--- config.mk ---
export PLATFORM = sky130hd
export DESIGN_NAME = spi_slave_top
export DESIGN_NICKNAME = d
export VERILOG_FILES = /design/src/hw/spi_pkg.sv /design/src/hw/reg_if.sv /design/src/hw/byte_if.sv /design/src/hw/spi_slave_top.sv /design/src/hw/spi_reg_bank.sv /design/src/hw/spi_frame_ctrl.sv /design/src/hw/spi_shifter.sv /design/src/hw/spi_pin_sync.sv
export SDC_FILE = /design/constraint.sdc
export NUM_CORES = 1
export LEC_CHECK = 0
export BUFFER_PORTS_ARGS = -buffer_cell sky130_fd_sc_hd__buf_2
export CAP_MARGIN = 20
export CORE_ASPECT_RATIO = 0.5
export CORE_MARGIN = 2
export CORE_UTILIZATION = 40
export DETAILED_ROUTE_END_ITERATION = 10
export GPL_TIMING_DRIVEN = 0
export HOLD_SLACK_MARGIN = 0.02
export SETUP_SLACK_MARGIN = 0.2
export SKIP_CTS_REPAIR_TIMING = 1
export SLEW_MARGIN = 20
export SYNTH_ARGS = -nofsm -noshare
export SYNTH_HDL_FRONTEND = slang
export SYNTH_SLANG_ARGS = --single-unit
--- constraint.sdc ---
create_clock -name clk -period 3.2 [get_ports clk]
set_input_delay 0.64 -clock clk [delete_from_list [all_inputs] [get_ports clk]]
set_output_delay 0.64 -clock clk [all_outputs]
set_load 0.05 [all_outputs]
--- src/hw/spi_pkg.sv ---
`default_nettype none

package spi_pkg;

    // Frame data widths
    typedef logic [7:0]  spi_byte_t;
    typedef logic [15:0] spi_addr_t;
    typedef logic [2:0]  bit_cnt_t;    // Bit position inside a byte
    typedef logic [1:0]  alen_t;       // Address byte count from the command
    typedef logic [6:0]  frame_cnt_t;  // Completed frames, wraps at 128

    // Frame controller states
    typedef enum logic [2:0] {
        st_idle,
        st_cmd,
        st_addr,
        st_data,
        st_wait_ack,
        st_drop
    } frame_state_t;

    // Register bank size
    localparam int REG_DEPTH = 64;
    localparam int REG_AW    = $clog2(REG_DEPTH);

    // Command byte layout
    localparam int CMD_WRITE_BIT = 3;
    localparam int CMD_CONT_BIT  = 2;
    localparam int CMD_ALEN_LSB  = 0;  // Two bits wide

    // Status byte layout with the frame count in bits 7:1
    localparam int STATUS_ERR_BIT = 0;

endpackage

`default_nettype wire
--- src/hw/reg_if.sv ---
`timescale 1ns/1ps
`default_nettype none

interface reg_if import spi_pkg::*; ();

    logic      req;
    logic      we;
    spi_addr_t addr;
    spi_byte_t wdata;
    logic      ack;
    spi_byte_t rdata;      // Valid while ack is high
    logic      range_err;  // Address at or past the end of the bank

    modport master (
        output req, we, addr, wdata,
        input  ack, rdata, range_err
    );

    modport slave (
        input  req, we, addr, wdata,
        output ack, rdata, range_err
    );

endinterface

`default_nettype wire

--- src/hw/byte_if.sv ---
`timescale 1ns/1ps
`default_nettype none

interface byte_if import spi_pkg::*; ();

    spi_byte_t rx_byte;   // Last complete MOSI byte
    logic      rx_valid;  // Pulse after bit 7 is sampled
    logic      tx_taken;  // Queued byte moved into the MISO shifter
    spi_byte_t tx_byte;
    logic      tx_load;

    modport shifter (
        output rx_byte, rx_valid, tx_taken,
        input  tx_byte, tx_load
    );

    modport ctrl (
        input  rx_byte, rx_valid, tx_taken,
        output tx_byte, tx_load
    );

endinterface

`default_nettype wire

--- src/hw/spi_slave_top.sv ---
`timescale 1ns/1ps
`default_nettype none

module spi_slave_top (
    input  logic clk,
    input  logic rst,
    input  logic sclk,
    input  logic cs_n,
    input  logic mosi,
    output logic miso,
    output logic busy,
    output logic err_out,
    output logic frame_done
);

    logic sclk_rise;
    logic sclk_fall;
    logic cs_active;
    logic mosi_s;

    byte_if u_byte_if ();  // Shifter to controller
    reg_if  u_reg_if ();   // Controller to bank

    spi_pin_sync u_spi_pin_sync (
        .clk       (clk),
        .rst       (rst),
        .sclk      (sclk),
        .cs_n      (cs_n),
        .mosi      (mosi),
        .sclk_rise (sclk_rise),
        .sclk_fall (sclk_fall),
        .cs_active (cs_active),
        .mosi_s    (mosi_s)
    );

    spi_shifter u_spi_shifter (
        .clk       (clk),
        .rst       (rst),
        .sclk_rise (sclk_rise),
        .sclk_fall (sclk_fall),
        .cs_active (cs_active),
        .mosi_s    (mosi_s),
        .bus       (u_byte_if),
        .miso      (miso)
    );

    spi_frame_ctrl u_spi_frame_ctrl (
        .clk        (clk),
        .rst        (rst),
        .cs_active  (cs_active),
        .bus        (u_byte_if),
        .regs       (u_reg_if),
        .busy       (busy),
        .err_out    (err_out),
        .frame_done (frame_done)
    );

    spi_reg_bank u_spi_reg_bank (
        .clk  (clk),
        .rst  (rst),
        .regs (u_reg_if)
    );

endmodule

`default_nettype wire

--- src/hw/spi_reg_bank.sv ---
`timescale 1ns/1ps
`default_nettype none

module spi_reg_bank import spi_pkg::*; (
    input  logic clk,
    input  logic rst,
    reg_if.slave regs
);

    spi_byte_t         mem [REG_DEPTH];
    logic [REG_AW-1:0] idx;
    logic              in_range;

    assign idx      = regs.addr[REG_AW-1:0];
    assign in_range = (regs.addr < spi_addr_t'(REG_DEPTH));

    always_ff @(posedge clk) begin
        if (!rst) begin
            for (int i = 0; i < REG_DEPTH; i++) begin
                mem[i] <= '0;
            end
            regs.ack       <= 1'b0;
            regs.rdata     <= '0;
            regs.range_err <= 1'b0;
        end else if (regs.req && !regs.ack) begin
            // New request answered on the next cycle
            regs.ack       <= 1'b1;
            regs.range_err <= !in_range;
            regs.rdata     <= '0;  // Out of range reads return zero
            if (in_range) begin
                if (regs.we) begin
                    mem[idx] <= regs.wdata;
                end else begin
                    regs.rdata <= mem[idx];
                end
            end
        end else if (!regs.req) begin
            regs.ack <= 1'b0;
        end
    end

endmodule

`default_nettype wire

--- src/hw/spi_frame_ctrl.sv ---
`timescale 1ns/1ps
`default_nettype none

module spi_frame_ctrl import spi_pkg::*; (
    input  logic  clk,
    input  logic  rst,
    input  logic  cs_active,
    byte_if.ctrl  bus,
    reg_if.master regs,
    output logic  busy,
    output logic  err_out,
    output logic  frame_done
);

    frame_state_t state;
    spi_addr_t    addr;
    alen_t        addr_left;  // Address bytes still to come
    alen_t        alen;
    frame_cnt_t   frame_cnt;
    spi_byte_t    status;
    logic         cont;
    logic         wr;
    logic         data_seen;  // At least one data byte in this frame
    logic         frame_err;
    logic         rd_err;     // Range error on the prefetched read byte

    always_comb begin
        status                 = {frame_cnt, 1'b0};
        status[STATUS_ERR_BIT] = err_out;
    end

    assign alen      = bus.rx_byte[CMD_ALEN_LSB +: 2];
    assign busy      = (state != st_idle);
    assign regs.addr = addr;

    always_ff @(posedge clk) begin
        if (!rst) begin
            state       <= st_idle;
            regs.req    <= 1'b0;
            regs.we     <= 1'b0;
            bus.tx_load <= 1'b0;
            frame_done  <= 1'b0;
            err_out     <= 1'b0;
            frame_cnt   <= '0;
            frame_err   <= 1'b0;
            rd_err      <= 1'b0;
            cont        <= 1'b0;
            wr          <= 1'b0;
            data_seen   <= 1'b0;
            addr_left   <= '0;
        end else begin
            bus.tx_load <= 1'b0;
            frame_done  <= 1'b0;

            // Queue zeros behind each byte that went out
            if (state != st_idle && bus.tx_taken) begin
                bus.tx_byte <= '0;
                bus.tx_load <= 1'b1;
            end

            // A running handshake is always finished before the frame closes
            if (state != st_idle && state != st_wait_ack && !cs_active) begin
                state      <= st_idle;
                frame_done <= 1'b1;
                err_out    <= frame_err;
                frame_cnt  <= frame_cnt + 1'b1;
            end else begin
                case (state)
                    st_idle: if (cs_active) begin
                        state       <= st_cmd;
                        bus.tx_byte <= status;
                        bus.tx_load <= 1'b1;
                        addr        <= '0;
                        data_seen   <= 1'b0;
                        frame_err   <= 1'b0;
                        rd_err      <= 1'b0;
                    end
                    st_cmd: if (bus.rx_valid) begin
                        cont      <= bus.rx_byte[CMD_CONT_BIT];
                        wr        <= bus.rx_byte[CMD_WRITE_BIT];
                        addr_left <= alen;
                        if (alen == 2'd3) begin
                            frame_err <= 1'b1;  // Illegal address length
                            state     <= st_drop;
                        end else if (alen != 2'd0) begin
                            state <= st_addr;
                        end else if (!bus.rx_byte[CMD_WRITE_BIT]) begin
                            regs.req <= 1'b1;   // Prefetch from address zero
                            regs.we  <= 1'b0;
                            state    <= st_wait_ack;
                        end else begin
                            state <= st_data;
                        end
                    end
                    st_addr: if (bus.rx_valid) begin
                        addr      <= {addr[7:0], bus.rx_byte};  // High byte first
                        addr_left <= addr_left - 1'b1;
                        if (addr_left == 2'd1) begin
                            if (wr) begin
                                state <= st_data;
                            end else begin
                                regs.req <= 1'b1;
                                regs.we  <= 1'b0;
                                state    <= st_wait_ack;
                            end
                        end
                    end
                    st_data: if (bus.rx_valid) begin
                        data_seen <= 1'b1;
                        rd_err    <= 1'b0;
                        if (rd_err) begin
                            frame_err <= 1'b1;
                        end
                        if (data_seen && !cont) begin
                            frame_err <= 1'b1;  // Single mode takes one byte only
                            state     <= st_drop;
                        end else if (wr) begin
                            regs.req   <= 1'b1;
                            regs.we    <= 1'b1;
                            regs.wdata <= bus.rx_byte;
                            state      <= st_wait_ack;
                        end else if (cont) begin
                            addr     <= addr + 1'b1;  // Fetch the next byte ahead
                            regs.req <= 1'b1;
                            regs.we  <= 1'b0;
                            state    <= st_wait_ack;
                        end
                    end
                    st_wait_ack: begin
                        if (regs.req && regs.ack) begin
                            regs.req <= 1'b0;
                            if (regs.we) begin
                                if (regs.range_err) begin
                                    frame_err <= 1'b1;
                                end
                                if (cont) begin
                                    addr <= addr + 1'b1;
                                end
                            end else begin
                                bus.tx_byte <= regs.rdata;
                                bus.tx_load <= 1'b1;
                                rd_err      <= regs.range_err;
                            end
                        end else if (!regs.req && !regs.ack) begin
                            state <= st_data;
                        end
                    end
                    default: begin
                        // st_drop ignores bytes until cs_n rises
                    end
                endcase
            end
        end
    end

endmodule

`default_nettype wire

--- src/hw/spi_shifter.sv ---
`timescale 1ns/1ps
`default_nettype none

module spi_shifter import spi_pkg::*; (
    input  logic    clk,
    input  logic    rst,
    input  logic    sclk_rise,
    input  logic    sclk_fall,
    input  logic    cs_active,
    input  logic    mosi_s,
    byte_if.shifter bus,
    output logic    miso
);

    spi_byte_t rx_shift;
    spi_byte_t tx_shift;
    spi_byte_t tx_hold;      // Next byte waiting for the byte boundary
    bit_cnt_t  bit_cnt;
    logic      frame_start;  // No falling edge seen yet in this frame

    assign bus.rx_byte = rx_shift;
    assign miso        = tx_shift[7];  // MSB first

    always_ff @(posedge clk) begin
        if (!rst) begin
            bit_cnt      <= '0;
            bus.rx_valid <= 1'b0;
        end else begin
            bus.rx_valid <= 1'b0;
            if (!cs_active) begin
                bit_cnt <= '0;  // Byte aligned at every frame start
            end else if (sclk_rise) begin
                bit_cnt      <= bit_cnt + 1'b1;
                bus.rx_valid <= (bit_cnt == 3'd7);
            end
        end
    end

    always_ff @(posedge clk) begin
        if (cs_active && sclk_rise) begin
            rx_shift <= {rx_shift[6:0], mosi_s};
        end
    end

    always_ff @(posedge clk) begin
        if (!rst) begin
            tx_shift     <= '0;
            tx_hold      <= '0;
            frame_start  <= 1'b1;
            bus.tx_taken <= 1'b0;
        end else begin
            bus.tx_taken <= 1'b0;
            if (!cs_active) begin
                tx_shift    <= '0;  // MISO rests low between frames
                frame_start <= 1'b1;
            end else if (sclk_fall) begin
                frame_start <= 1'b0;
                if (bit_cnt == '0) begin  // Fall after the eighth rise
                    tx_shift     <= tx_hold;
                    bus.tx_taken <= 1'b1;
                end else begin
                    tx_shift <= {tx_shift[6:0], 1'b0};
                end
            end

            // First byte of a frame must be on MISO before the first rise
            if (bus.tx_load) begin
                if (frame_start) begin
                    tx_shift <= bus.tx_byte;
                    tx_hold  <= '0;
                end else begin
                    tx_hold <= bus.tx_byte;
                end
            end
        end
    end

endmodule

`default_nettype wire

--- src/hw/spi_pin_sync.sv ---
`timescale 1ns/1ps
`default_nettype none

module spi_pin_sync (
    input  logic clk,
    input  logic rst,
    input  logic sclk,
    input  logic cs_n,
    input  logic mosi,
    output logic sclk_rise,
    output logic sclk_fall,
    output logic cs_active,
    output logic mosi_s
);

    logic sclk_meta, sclk_sync, sclk_last;
    logic cs_meta, cs_sync;
    logic mosi_meta, mosi_sync;

    always_ff @(posedge clk) begin
        if (!rst) begin
            sclk_meta <= 1'b0;
            sclk_sync <= 1'b0;
            sclk_last <= 1'b0;
            cs_meta   <= 1'b1;  // Pins idle with no frame open
            cs_sync   <= 1'b1;
            mosi_meta <= 1'b0;
            mosi_sync <= 1'b0;
            sclk_rise <= 1'b0;
            sclk_fall <= 1'b0;
            cs_active <= 1'b0;
            mosi_s    <= 1'b0;
        end else begin
            sclk_meta <= sclk;
            sclk_sync <= sclk_meta;
            cs_meta   <= cs_n;
            cs_sync   <= cs_meta;
            mosi_meta <= mosi;
            mosi_sync <= mosi_meta;

            // Third stage keeps cs and mosi aligned with the edge pulses
            sclk_last <= sclk_sync;
            sclk_rise <= sclk_sync & ~sclk_last;
            sclk_fall <= ~sclk_sync & sclk_last;
            cs_active <= ~cs_sync;
            mosi_s    <= mosi_sync;
        end
    end

endmodule

`default_nettype wire

# After elaboration in Yosys (flattened, before gate mapping)
# Memory sizes are Yosys's and may differ from the RTL's. A register that Yosys moved wholly into a read port is not among the register bits.
# Index checks and enable logic that the tools add are counted.
dict set report totals {
  output_inout_bits 4
  elab_cells 223
  n_memories 1
  ram_bits 512
  register_bits 105
}
dict set report classes {
  bitwise_logic 8
  mux 102
  n_eq_ne 30
  n_lt_le_gt_ge 1
  reduce_logical 40
  addsub 4
}
# name depth width read_ports rd_clocked_by_memory_dff wr line_no
set mem_list {}
lappend mem_list {u_spi_reg_bank.mem 64 8 1 1 64 spi_reg_bank.sv:10} ;# spi_byte_t mem [REG_DEPTH];
# op count
set op_table {}
lappend op_table {{$mux W16} 8}
lappend op_table {{$mux W8} 14}
lappend op_table {{$pmux W16 S4} 1}
lappend op_table {{$mux W1} 52}
lappend op_table {{$mux W3} 14}
lappend op_table {{$ne A2 B2 Y1 const B} 12}
lappend op_table {{$reduce_and A10 Y1} 2}
lappend op_table {{$add A16 B1 Y16 const B} 1}
lappend op_table {{$lt A16 B7 Y1 const B} 1}
lappend op_table {{$pmux W8 S2} 1}
lappend op_table {{$pmux W3 S5} 1}
lappend op_table {{$ne A2 B1 Y1 const B} 7}
lappend op_table {{$reduce_and A13 Y1} 1}
lappend op_table {{$mux W6} 2}
lappend op_table {{$reduce_and A12 Y1} 1}
lappend op_table {{$reduce_and A6 Y1} 2}
lappend op_table {{$reduce_bool A4 Y1} 3}
lappend op_table {{$reduce_and A3 Y1} 3}
lappend op_table {{$reduce_and A9 Y1} 1}
lappend op_table {{$reduce_bool A3 Y1} 3}
lappend op_table {{$logic_and A1 B1 Y1} 8}
lappend op_table {{$pmux W1 S4} 2}
lappend op_table {{$reduce_and A4 Y1} 2}
lappend op_table {{$reduce_or A8 Y1} 1}
lappend op_table {{23 further kinds} 42}

# Longest topological paths before layout
dict set report logic_depth {
  depth_word 7
  ltp_mapped 9
  depth_no_buf 7
}

# By module
# A second synthesis with hierarchy kept.
dict set report hier_totals {
  hier_cells 2255
  hier_area_um2 28559.9
}
# module instances area_each_um2 cells_per_inst
set by_module_without_submodules {}
lappend by_module_without_submodules {spi_reg_bank 1 24098.1 1813}
lappend by_module_without_submodules {spi_frame_ctrl 1 2896.5 302}
lappend by_module_without_submodules {spi_shifter 1 1260.0 117}
lappend by_module_without_submodules {spi_pin_sync 1 305.3 23}

# Least setup slack after synthesis
# Ideal clock, no wire load.
dict set report synth_path {
  path_kind {register -> register}
  startpoint {reg u_spi_frame_ctrl.addr[12], in the netlist u_spi_frame_ctrl.regs.addr[12]}
  endpoint {mem u_spi_reg_bank.mem[15][0] in the netlist's numbering (enable)}
  arrival_time_ns 2.246
  period_less_slack_ns 2.630
  path_slack_ns 0.570
  path_buffers 2
  stages_incl_launch_ff 7
  t_required_ns 2.816
  cell_sequence {edfxtp_1 nor4_2 and4_1 buf_6 nand4_4 buf_2 o21ai_0}
}
# item line_no
set synth_lines {}
lappend synth_lines {{start: declaration} spi_frame_ctrl.sv:16} ;# spi_addr_t addr;
lappend synth_lines {{start signal: assignment} spi_frame_ctrl.sv:96} ;# addr <= {addr[7:0], bus.rx_byte};
lappend synth_lines {{start signal: assignment} spi_frame_ctrl.sv:123} ;# addr <= addr + 1'b1;
lappend synth_lines {{start signal: assignment} spi_frame_ctrl.sv:137} ;# addr <= addr + 1'b1;
lappend synth_lines {{end: declaration} spi_reg_bank.sv:10}

==> results.md <==
- Drt first pass iters: 8
- Met2 usage: 0.371
- Min Tclk post-route: 3.07 ns
- RSZ-0062 raised after global routing: no
- Via count: 18800
- Antenna violations before repair: 4
- Clk root buf: clkbuf_16
- CORE AREA: 71500 µm²
- Die Ht: 195 µm
- Main flop type after synthesis: edfxtp_1
- Max Root-Sink Buffers: 3
- Post-Synth Adder-Cell Area: 0.00258
- Setup tns final: 0 ns
- Post-synth EDFFs: 552
- Clock slew at reported path FFs: 0.06 ns
- Slew @ Worst Pin: 1.26 ns
- Via-to-Cell Ratio: 5.85
- Final setup vio count: 0
- Placed cell areas: 30400 µm²
- Initial Util: 0.407
- I/O pins: 9
- Final instance area: 33600 µm²
- Gr usage total: 0.250
- Sw Share: 0.326
- Largest net degree at the start of global routing: 17
- Share of cells above drive strength 1: 0.197
- Async SR Flop Fraction: 0
- Synthesized area: 29100 µm²
- Largest family of logic cells by synthesized area: simple AND/OR/NAND/NOR gates
- Die X: 385 µm
- Fin worst setup slack: 0.131 ns
- Busiest grt layer: met2
- Internal power: 0.0156 W
- GPL Wtd Cong: 1.02
- Combinational Power Share: 0.275
- Compound-Gate Fraction of Synth Area: 0.0557
- Clock Latency Late Sink: 0.65 ns
- DP Wirelength: 65300 µm
- F_max: 326 MHz
- Die area: 75000 µm²
- Average size of a mapped cell: 13.9 µm²
- Clock skew: 0.0257 ns
- Cell row count: 69
- Met1 Resource Use GR: 0.352
- Type of the worst setup path: register to register
- Net Switching: 0.00753 W
- CTS Sinks: 623
- Synth unique cells: 74
- Register area share after synthesis: 0.619
- Number of global-route vias before repair: 18200
- Simple-Gate Fraction of Synth Area: 0.174
- Ys Warns: 0
- Highest ir drop seen on vdd: 0.374 mV
- Synth Instances: 2095
- Fin nets: 2219
- Lkg Pwr: 12.0 nW
- Crit. End Element: register
- Max_slew headroom: 0.163
- Post-Synth XOR/XNOR Area: 0.00663
- Grt ovf: 0
- 1st-iter DRT viols: 2330
- H-tree depth reported by CTS: 2
- Clock power frac: 0.318
- Routed wire length per instance: 29.2 µm
- WP data required: 3.67 ns
- Status: finished, final reports clean
- Fin. Hold Viols: 0
- Cell Pwr Density: 687 nW/µm²
- Part of the power in registers: 0.406
- Total wire length: 93800 µm
- Fin crit share: 0.959
- PortBufs: 8
- CTS tree: done
- CP arrival: 3.54 ns
- Pre-CTS WS: -0.370 ns
- Setup crit start kind: register
- Met3 Use GR: 0.0722
- Routed Antenna Nets: 0
- Syn_nets: 2106
- Synth Register Bits: 623
- Max FO, Critical Path: 10
- First-pass GRT wire length: 132000 µm
- Filler cell count: 6308
- Slew Viols, Final: 0
- Max-cap violations: 0
- Inserted Clock Buffers: 59
- Worst min path class: input pin to register
- Mux cell area share after synthesis: 0.114
- Area Growth Syn to Fin: 15.5%
- Remaining DRCs: 0
-- synthesized netlist by cell type (18+ instances only) --
library cell	count	share of area
nor2_1	78	0.010
nand3_1	18	0.0031
a22oi_1	26	0.0067
and2_1	536	0.12
o21ai_0	88	0.015
a21oi_1	31	0.0053
edfxtp_1	552	0.57
clkbuf_1	100	0.013
mux2i_1	43	0.015
buf_2	35	0.0060
mux4_2	115	0.089
nand2_1	71	0.0092
nor2b_1	45	0.0097
dfxtp_1	71	0.049
-- logic make-up after synthesis --
logic type                 count (synthesis)
and+or+nand+nor                          838
adders and majority gates                  6
muxes                                    177
buffers and inverters                    183
AOI/OAI and AO/OA                        246
DFF                                      623
xor gates and xnor gates                  22
-- cell type report --
type	count	area, µm²	share of cell area
clock inverters	29	305	0.00909
repair buffers	52	591	0.0176
inverters	18	67.6	0.00201
diodes	1	2.50	0.0000745
flip-flops and latches	623	18000	0.536
well taps	958	1200	0.0357
multi-input cells	1289	10900	0.324
clock buffers	82	1670	0.0496
plain buffers	165	857	0.0255
-- sequential cells by signal, indices dropped and copies added, names as in the netlist, 2 cells and up, named ones only --
| name | flops |
|---|---|
| u_spi_frame_ctrl.addr_left | 2 |
| u_spi_frame_ctrl.bus.tx_byte | 8 |
| u_spi_frame_ctrl.frame_cnt | 7 |
| u_spi_frame_ctrl.regs.addr | 16 |
| u_spi_frame_ctrl.regs.wdata | 8 |
| u_spi_frame_ctrl.state | 3 |
| u_spi_reg_bank.mem | 512 |
| u_spi_reg_bank.regs.rdata | 8 |
| u_spi_shifter.bit_cnt | 3 |
| u_spi_shifter.bus.rx_byte | 8 |
| u_spi_shifter.tx_hold | 8 |
| u_spi_shifter.tx_shift | 8 |
-- power groups by stage --
stage / combinational (W) / clock, W / sequential [W]
2_1_floorplan: 0.00365 / 0 / 0.00947
3_3_place_gp: 0.00589 / 0 / 0.00954
3_5_place_dp: 0.00594 / 0 / 0.00954
4_1_cts: 0.00595 / 0.00737 / 0.00937
5_1_grt: 0.00645 / 0.00768 / 0.00941
6_report: 0.00635 / 0.00735 / 0.00938
-- path summary, 6_finish.rpt --
check,from,endpoint,slack (ns),cells past startpoint
setup / recovery,register,u_spi_reg_bank.regs.rdata[3],0.13,9
hold / removal,sclk,u_spi_pin_sync.sclk_meta,0.23,2
setup reg to reg,register,u_spi_reg_bank.regs.rdata[3],0.13,9
hold reg to reg,u_spi_pin_sync.cs_sync,u_spi_pin_sync.cs_active,0.40,1
-- worst max-delay path, stage by stage, from the launching register on --
cell and delay [ns]:
dfxtp_1 0.31, buf_4 0.19, buf_6 0.23, buf_6 0.29
buf_4 0.33, mux4_2 0.39, a22oi_1 0.17, nand2_1 0.15
a222oi_1 0.62, o21ai_1 0.18
-- routing by layer --
metal	vias to the layer above	part of all wire
met4	0	0.032
met5	-	0
li1	7954	-
met3	168	0.12
met2	1049	0.44
met1	9664	0.41
-- layout by cell type, fill, tap and decap left out, types with 7 or more instances in the layout --
| cell | Yosys | layout |
|---|---|---|
| clkbuf_2 | 0 | 13 |
| dfxtp_1 | 71 | 71 |
| mux2i_1 | 43 | 43 |
| nand4_1 | 11 | 11 |
| o22ai_1 | 9 | 9 |
| nor2_2 | 10 | 12 |
| and3_1 | 7 | 7 |
| edfxtp_1 | 552 | 552 |
| a22o_1 | 10 | 10 |
| a21oi_1 | 31 | 31 |
| buf_6 | 5 | 17 |
| and2_1 | 536 | 536 |
| nor2b_1 | 45 | 45 |
| o21ai_2 | 0 | 11 |
| nand2_1 | 71 | 71 |
| mux4_2 | 115 | 115 |
| nand2b_1 | 12 | 12 |
| o31ai_1 | 8 | 8 |
| buf_2 | 35 | 31 |
| mux2_2 | 14 | 14 |
| clkbuf_16 | 0 | 61 |
| a22oi_1 | 26 | 26 |
| nor2_1 | 78 | 76 |
| a21o_1 | 9 | 9 |
| inv_1 | 15 | 15 |
| o21ai_4 | 0 | 50 |
| buf_1 | 12 | 10 |
| o221ai_1 | 10 | 10 |
| clkbuf_1 | 100 | 103 |
| buf_4 | 12 | 35 |
| o21ai_0 | 88 | 24 |
| nor3_1 | 12 | 11 |
| clkinv_2 | 0 | 13 |
| xnor2_1 | 16 | 16 |
| nand3_1 | 18 | 18 |
| buf_12 | 1 | 18 |
-- per-stage QoR --
| step | instances | utilization | power, W | hold slack, ns |
|---|---|---|---|---|
| after global routing | 3216 | 0.470 | 0.0235 | 0.222 |
| after CTS | 3187 | 0.453 | 0.0227 | 0.208 |
| after floorplan | 2095 | - | 0.0131 | 0.367 |
| after detailed placement | 3076 | 0.426 | 0.0155 | 0.385 |
| after global placement | 3061 | 0.424 | 0.0154 | 0.381 |
| final | 3217 | 0.470 | 0.0231 | 0.226 |
Note: power is estimated with default switching activity, not from simulation.
